**config.mk**
```make
export PLATFORM = sky130hd
export DESIGN_NAME = arcade_inputs
export DESIGN_NICKNAME = d
export VERILOG_FILES = /design/src/hw/input_pkg.sv /design/src/hw/arcade_inputs.sv /design/src/hw/core_reset_sync.sv /design/src/hw/player_input_merge.sv /design/src/hw/ps2_key_decoder.sv
export SDC_FILE = /design/constraint.sdc
export NUM_CORES = 1
export LEC_CHECK = 0
export BUFFER_PORTS_ARGS = -buffer_cell sky130_fd_sc_hd__buf_4
export CORE_MARGIN = 4
export CORE_UTILIZATION = 49
export DETAILED_ROUTE_END_ITERATION = 8
export GPL_ROUTABILITY_DRIVEN = 0
export GPL_TIMING_DRIVEN = 0
export PLACE_DENSITY = 0.85
export SKIP_CTS_REPAIR_TIMING = 1
export SLEW_MARGIN = 5
export SYNTH_ARGS = -nofsm -noshare
export SYNTH_HDL_FRONTEND = slang
export SYNTH_HIERARCHICAL = 1
export SYNTH_SLANG_ARGS = --single-unit
```
**constraint.sdc**
```tcl
create_clock -name clk_68k -period 1.7 [get_ports clk_68k]
set_clock_uncertainty 0.05 [all_clocks]
set_input_delay 0.085 -clock clk_68k [delete_from_list [all_inputs] [get_ports clk_68k]]
set_output_delay 0.085 -clock clk_68k [all_outputs]
set_load 0.005 [all_outputs]
```
**src/hw/input_pkg.sv**
```systemverilog
////////////////////////////////////////////////////////////
// Shared widths, key indices and scancodes for player input
// Scancodes are PS/2 set 2 make codes without the E0 prefix
// Extended and plain codes that share a byte are not told apart
// Key count and word widths are fixed by the board
////////////////////////////////////////////////////////////

package input_pkg;

  // Word widths
  localparam int ps2_w       = 11;
  localparam int joy_w       = 10;
  localparam int player_w    = 9;
  localparam int key_count   = 19;
  localparam int sync_stages = 3;

  // Player 1 keys in the held-key vector
  localparam int key_idx_up    = 0;
  localparam int key_idx_down  = 1;
  localparam int key_idx_left  = 2;
  localparam int key_idx_right = 3;
  localparam int key_idx_ctrl  = 4;
  localparam int key_idx_alt   = 5;
  localparam int key_idx_space = 6;
  localparam int key_idx_1     = 7;
  localparam int key_idx_5     = 8;
  localparam int key_idx_p     = 9;
  // Player 2 keys
  localparam int key_idx_r     = 10;
  localparam int key_idx_f     = 11;
  localparam int key_idx_d     = 12;
  localparam int key_idx_g     = 13;
  localparam int key_idx_a     = 14;
  localparam int key_idx_s     = 15;
  localparam int key_idx_q     = 16;
  localparam int key_idx_2     = 17;
  localparam int key_idx_6     = 18;

  // Mapped scancodes, anything else is ignored by the decoder
  typedef enum logic [7:0] {
    sc_up    = 8'h75, sc_down = 8'h72, sc_left  = 8'h6B, sc_right = 8'h74,
    sc_ctrl  = 8'h14, sc_alt  = 8'h11, sc_space = 8'h29, sc_1     = 8'h16,
    sc_5     = 8'h2E, sc_p    = 8'h4D, sc_r     = 8'h2D, sc_f     = 8'h2B,
    sc_d     = 8'h23, sc_g    = 8'h34, sc_a     = 8'h1C, sc_s     = 8'h1B,
    sc_q     = 8'h15, sc_2    = 8'h1E, sc_6     = 8'h36
  } scancode_e;

endpackage

```
**src/hw/arcade_inputs.sv**
```systemverilog
////////////////////////////////////////////////////////////
// Player input and CPU reset subsystem, clk_68k domain only
// PS/2 and joystick words must arrive already synchronous
// Joystick to player word takes 1 edge, PS/2 event takes 2
////////////////////////////////////////////////////////////

`timescale 1ns/1ps

module arcade_inputs (
  input  logic                            clk_68k,
  input  logic                            arst_n,
  input  logic [input_pkg::ps2_w-1:0]     ps2_key,
  input  logic [input_pkg::joy_w-1:0]     joystick_0,
  input  logic [input_pkg::joy_w-1:0]     joystick_1,
  input  logic                            host_reset,
  input  logic                            menu_reset,
  input  logic                            reset_button,
  input  logic                            pll_locked,
  output logic [input_pkg::player_w-1:0]  player_1,
  output logic [input_pkg::player_w-1:0]  player_2,
  output logic                            pause,
  output logic                            cpu_reset
);

  import input_pkg::*;

  // Held keys from decoder to merger
  logic [key_count-1:0] key_state;

  ////////////////////////////////////////////////////////////
  // Keyboard side
  ////////////////////////////////////////////////////////////

  ps2_key_decoder ps2_key_decoder_i (
    .clk_68k   (clk_68k),
    .arst_n    (arst_n),
    .ps2_key   (ps2_key),
    .key_state (key_state)
  );

  player_input_merge player_input_merge_i (
    .clk_68k    (clk_68k),
    .arst_n     (arst_n),
    .key_state  (key_state),
    .joystick_0 (joystick_0),
    .joystick_1 (joystick_1),
    .player_1   (player_1),
    .player_2   (player_2),
    .pause      (pause)
  );

  ////////////////////////////////////////////////////////////
  // Reset side
  ////////////////////////////////////////////////////////////

  core_reset_sync core_reset_sync_i (
    .clk_68k      (clk_68k),
    .arst_n       (arst_n),
    .host_reset   (host_reset),
    .menu_reset   (menu_reset),
    .reset_button (reset_button),
    .pll_locked   (pll_locked),
    .cpu_reset    (cpu_reset)
  );

endmodule

```
**src/hw/core_reset_sync.sv**
```systemverilog
////////////////////////////////////////////////////////////
// CPU reset from host, menu, button and PLL lock sources
// cpu_reset follows the request by exactly sync_stages edges
// arst_n presets the chain, so the CPU starts held in reset
////////////////////////////////////////////////////////////

`timescale 1ns/1ps

module core_reset_sync (
  input  logic clk_68k,
  input  logic arst_n,
  input  logic host_reset,
  input  logic menu_reset,
  input  logic reset_button,
  input  logic pll_locked,
  output logic cpu_reset
);

  import input_pkg::*;

  // Combined request, high while any source asks for reset
  logic reset_req;

  // Synchronizer chain, stage 0 samples the request
  logic [sync_stages-1:0] sync_q;

  assign reset_req = host_reset | menu_reset | reset_button | ~pll_locked;

  always_ff @(posedge clk_68k or negedge arst_n) begin
    if (!arst_n) begin
      sync_q <= '1;
    end else begin
      sync_q <= {sync_q[sync_stages-2:0], reset_req};
    end
  end

  // Last stage drives the CPU
  assign cpu_reset = sync_q[sync_stages-1];

endmodule

```
**src/hw/player_input_merge.sv**
```systemverilog
////////////////////////////////////////////////////////////
// Keyboard and joystick merge into player words and pause
// Outputs are registered, one clock behind their inputs
// Player 2 has no keyboard pause key
////////////////////////////////////////////////////////////

`timescale 1ns/1ps

module player_input_merge (
  input  logic                             clk_68k,
  input  logic                             arst_n,
  input  logic [input_pkg::key_count-1:0]  key_state,
  input  logic [input_pkg::joy_w-1:0]      joystick_0,
  input  logic [input_pkg::joy_w-1:0]      joystick_1,
  output logic [input_pkg::player_w-1:0]   player_1,
  output logic [input_pkg::player_w-1:0]   player_2,
  output logic                             pause
);

  import input_pkg::*;

  // Keys gathered in player-word order, up in bit 0
  logic [player_w-1:0] p1_keys;
  logic [player_w-1:0] p2_keys;

  // Joystick order is right, left, down, up, b1..b3, start, coin
  // Player order is up, down, left, right, b1..b3, start, coin
  function automatic logic [player_w-1:0] merge_word(
    input logic [player_w-1:0] keys,
    input logic [joy_w-1:0]    joy
  );
    merge_word = keys | {joy[8:4], joy[0], joy[1], joy[2], joy[3]};
  endfunction

  assign p1_keys = {key_state[key_idx_5],     key_state[key_idx_1],
                    key_state[key_idx_space], key_state[key_idx_alt],
                    key_state[key_idx_ctrl],  key_state[key_idx_right],
                    key_state[key_idx_left],  key_state[key_idx_down],
                    key_state[key_idx_up]};

  assign p2_keys = {key_state[key_idx_6], key_state[key_idx_2],
                    key_state[key_idx_q], key_state[key_idx_s],
                    key_state[key_idx_a], key_state[key_idx_g],
                    key_state[key_idx_d], key_state[key_idx_f],
                    key_state[key_idx_r]};

  ////////////////////////////////////////////////////////////
  // Output registers
  ////////////////////////////////////////////////////////////

  always_ff @(posedge clk_68k or negedge arst_n) begin
    if (!arst_n) begin
      player_1 <= '0;
      player_2 <= '0;
      pause    <= 1'b0;
    end else begin
      player_1 <= merge_word(p1_keys, joystick_0);
      player_2 <= merge_word(p2_keys, joystick_1);
      // Pause from key p or either joystick
      pause    <= key_state[key_idx_p] | joystick_0[9] | joystick_1[9];
    end
  end

endmodule

```
**src/hw/ps2_key_decoder.sv**
```systemverilog
////////////////////////////////////////////////////////////
// PS/2 event decoder with held state per mapped key
// An event is any change of ps2_key[10] against its copy
// The toggle copy resets to 0, so a first event must carry 1
// ps2_key must already be synchronous to clk_68k
// Bit 8 of the event word is not used
////////////////////////////////////////////////////////////

`timescale 1ns/1ps

module ps2_key_decoder (
  input  logic                          clk_68k,
  input  logic                          arst_n,
  input  logic [input_pkg::ps2_w-1:0]   ps2_key,
  output logic [input_pkg::key_count-1:0] key_state
);

  import input_pkg::*;

  // Fields of the event word
  logic      toggle;
  logic      pressed;
  scancode_e code;

  // Previous toggle bit
  logic toggle_q;

  assign toggle  = ps2_key[10];
  assign pressed = ps2_key[9];
  assign code    = scancode_e'(ps2_key[7:0]);

  ////////////////////////////////////////////////////////////
  // Event detect and key tracking
  ////////////////////////////////////////////////////////////

  always_ff @(posedge clk_68k or negedge arst_n) begin
    if (!arst_n) begin
      toggle_q  <= 1'b0;
      key_state <= '0;
    end else begin
      toggle_q <= toggle;
      // Key update on the same edge the toggle change is seen
      if (toggle != toggle_q) begin
        case (code)
          // Player 1
          sc_up:    key_state[key_idx_up]    <= pressed;
          sc_down:  key_state[key_idx_down]  <= pressed;
          sc_left:  key_state[key_idx_left]  <= pressed;
          sc_right: key_state[key_idx_right] <= pressed;
          sc_ctrl:  key_state[key_idx_ctrl]  <= pressed;
          sc_alt:   key_state[key_idx_alt]   <= pressed;
          sc_space: key_state[key_idx_space] <= pressed;
          sc_1:     key_state[key_idx_1]     <= pressed;
          sc_5:     key_state[key_idx_5]     <= pressed;
          sc_p:     key_state[key_idx_p]     <= pressed;
          // Player 2
          sc_r:     key_state[key_idx_r]     <= pressed;
          sc_f:     key_state[key_idx_f]     <= pressed;
          sc_d:     key_state[key_idx_d]     <= pressed;
          sc_g:     key_state[key_idx_g]     <= pressed;
          sc_a:     key_state[key_idx_a]     <= pressed;
          sc_s:     key_state[key_idx_s]     <= pressed;
          sc_q:     key_state[key_idx_q]     <= pressed;
          sc_2:     key_state[key_idx_2]     <= pressed;
          sc_6:     key_state[key_idx_6]     <= pressed;
          // Unmapped codes leave every key alone
          default: ;
        endcase
      end
    end
  end

endmodule

```
==> flow_summary.json <==
{
  "whs_path_depth": 3,
  "relSlewSlack_pct": 58.6,
  "first_iter_violations": 33,
  "drive_gt1_share_pct": 51.0,
  "fin_tns_setup_ps": 0,
  "arrival_ps": 1730,
  "hold_path_class": "in -> reg",
  "io_buffers": 54,
  "place_ws_ps": 102,
  "synth_cell_type_count": 20,
  "cts_tree": "built",
  "whs_ps": 90.1,
  "antenna_found_initial": 0,
  "finalNonFillerCells": 254,
  "max_clock_freq_mhz": 645,
  "hold_viol_final": 0,
  "drt_first_pass_iters": 4,
  "grt_pass1_vias": 1222,
  "finalSetupViolations": 0,
  "antenna_cells": 0,
  "clock_path_buffers": 2,
  "nFillCells": 247,
  "cts_made_buffers": 5,
  "grt_pass1_wl_um": 5590,
  "status": "finished clean",
  "min_period_over_period_pct": 91.2,
  "multi_input_area_um2": 647,
  "maxCapViolations": 0,
  "viasPerCell": 5.17,
  "cts_htree_levels": 2,
  "die_h_um": 67.1,
  "power.density_mw_per_mm2": 777,
  "regArea_mm2": 0.00105,
  "yosysSeqAreaShare_pct": 61.7,
  "slew_violations": 0,
  "synth_fp_nets": 159,
  "clk_pin_slew_ps": 110,
  "r2r_cells": 4,
  "start_util_pct": 50.8,
  "cts.sinks": 42,
  "synthCells": 122,
  "cp-start-kind": "flip-flop",
  "yosysWarnings": 6,
  "tightest_slew_ps": 613,
  "placed_area_mm2": 0.00217,
  "endpoint_kind": "flip-flop",
  "dp.cells": 222,
  "grt_overflow_total": 0,
  "grt_max_degree": 43,
  "grtUsageTotal_pct": 17.3,
  "cp_max_fo": 10,
  "vias": 1314,
  "ir_worst_vdd_mv": 0.540,
  "cp.required_ps": 1880,
  "io_pins": 57,
  "routedWlPerCell_um": 15.4,
  "critical_path_class": "reg -> reg",
  "post-dp-hpwl_um": 2590,
  "antenna_left": 0,
  "fin_area_mm2": 0.00250,
  "routed_wirelength_um": 3910,
  "area.growth.synth_to_final_pct": 46.4,
  "avgSynthCellArea_um2": 14.0,
  "syn_area_mm2": 0.00171,
  "period_minus_slack_ps": 1550,
  "clock_latency_ps": 340,
  "fin_nets": 244,
  "p_leak_nw": 1.18,
  "die_area_mm2": 0.00450,
  "die_x_um": 67.1,
  "fp-row-count": 21,
  "synth-seq-cells": 42,
  "grt_setup_unrepaired": "no",
  "layout_setup_ws_ps": 150,
  "drcViolationCount": 0,
  "core_area_mm2": 0.00336,
  "clockRootBuffer": "clkbuf_4"
}
-- through the flow --
stage / total power [mW] / util (%)
3_5_place_dp: 1.33 / 64.6
3_3_place_gp: 1.31 / 64.6
4_1_cts: 1.91 / 66.9
2_1_floorplan: 1.18 / -
5_1_grt: 2.04 / 74.4
6_report: 1.94 / 74.4
-- power breakdown --
group          total (mW)  internal, mW  leakage, nW  switching [mW]
Clock               0.585         0.283       0.0446           0.302
Combinational       0.291         0.175        0.614           0.116
Sequential           1.07          1.05        0.525          0.0196
-- Yosys cell counts --
master / instances / area (µm²)
xor2_2: 1 / 16.3
nor2b_1: 3 / 18.8
nand3_1: 9 / 45.0
buf_1: 1 / 3.75
nand4_1: 10 / 62.6
nor4b_4: 2 / 47.6
or2_2: 18 / 113
and4b_1: 3 / 30.0
clkbuf_1: 1 / 3.75
dfstp_2: 3 / 78.8
nor4b_1: 2 / 17.5
nor4bb_1: 2 / 20.0
or3_1: 1 / 6.26
nor3b_1: 2 / 15.0
and2_1: 2 / 12.5
nor2_1: 2 / 7.51
dfrtp_1: 39 / 976
mux2_2: 19 / 214
or4b_1: 1 / 10.0
buf_6: 1 / 11.3
-- state kept, by name (all words and copies together), names as in the netlist --
| signal | flops |
|---|---|
| player_input_merge_i/player_1 | 9 |
| ps2_key_decoder_i/toggle_q | 1 |
| player_input_merge_i/pause | 1 |
| core_reset_sync_i/sync_q | 3 |
| ps2_key_decoder_i/key_state | 19 |
| player_input_merge_i/player_2 | 9 |
-- cell usage in the layout, fill, tap and decap left out, types with 2 or more instances in the layout --
| cell type | netlist | layout |
|---|---|---|
| clkbuf_8 | 0 | 3 |
| nor4b_1 | 2 | 2 |
| buf_4 | 0 | 54 |
| nor3b_1 | 2 | 2 |
| nand4_1 | 10 | 10 |
| dlygate4sd3_1 | 0 | 24 |
| dfstp_2 | 3 | 3 |
| and4b_1 | 3 | 3 |
| and2_1 | 2 | 2 |
| nor2b_1 | 3 | 3 |
| nor4b_4 | 2 | 2 |
| clkbuf_4 | 0 | 5 |
| dfrtp_1 | 39 | 39 |
| mux2_2 | 19 | 19 |
| or2_2 | 18 | 18 |
| nand3_1 | 9 | 9 |
| nor4bb_1 | 2 | 2 |
| nor2_1 | 2 | 2 |
-- layer usage --
metal | vias to the layer above | routed length (µm) | global-route usage, %
met2 | 61 | 1960 | 28.0
li1 | 611 | - | -
met4 | 0 | 113 | 10.9
met3 | 13 | 312 | 5.23
met5 | - | 0 | 0
met1 | 629 | 1520 | 19.7
-- kinds of logic after synthesis --
logic type    Yosys count  share of synthesized area (%)
simple gates           57                           23.7
flops                  42                           61.7
mux                    19                           12.5
buf+inv                 3                           1.10
xor+xnor                1                          0.952
-- final cells by class --
type | count | share of cell area [%]
Buffer | 3 | 0.750
Multi-Input combinational cell | 77 | 25.8
Timing Repair Buffer | 78 | 25.8
Sequential cell | 42 | 42.1
Tap cell | 46 | 2.30
Clock buffer | 8 | 3.15
-- final timing paths --
kind / slack [ps] / to / start
max: 150 / ps2_key_decoder_i/key_state[9] / ps2_key_decoder_i/toggle_q
min: 90 / ps2_key_decoder_i/key_state[13] / ps2_key[5]
max reg2reg: 150 / ps2_key_decoder_i/key_state[9] / ps2_key_decoder_i/toggle_q
min reg2reg: 310 / core_reset_sync_i/sync_q[1] / core_reset_sync_i/sync_q[0]
max in group asynchronous: 1030 / core_reset_sync_i/sync_q[2] / arst_n
min in group asynchronous: 180 / player_input_merge_i/player_2[7] / arst_n
-- worst max-delay path, cell delays in order, from the launching register on --
cell     delay [ps]
dfrtp_1         440
xor2_4          330
buf_6           180
nand4_1         130
mux2_2          310
Note: power is estimated with default switching activity, not from simulation.
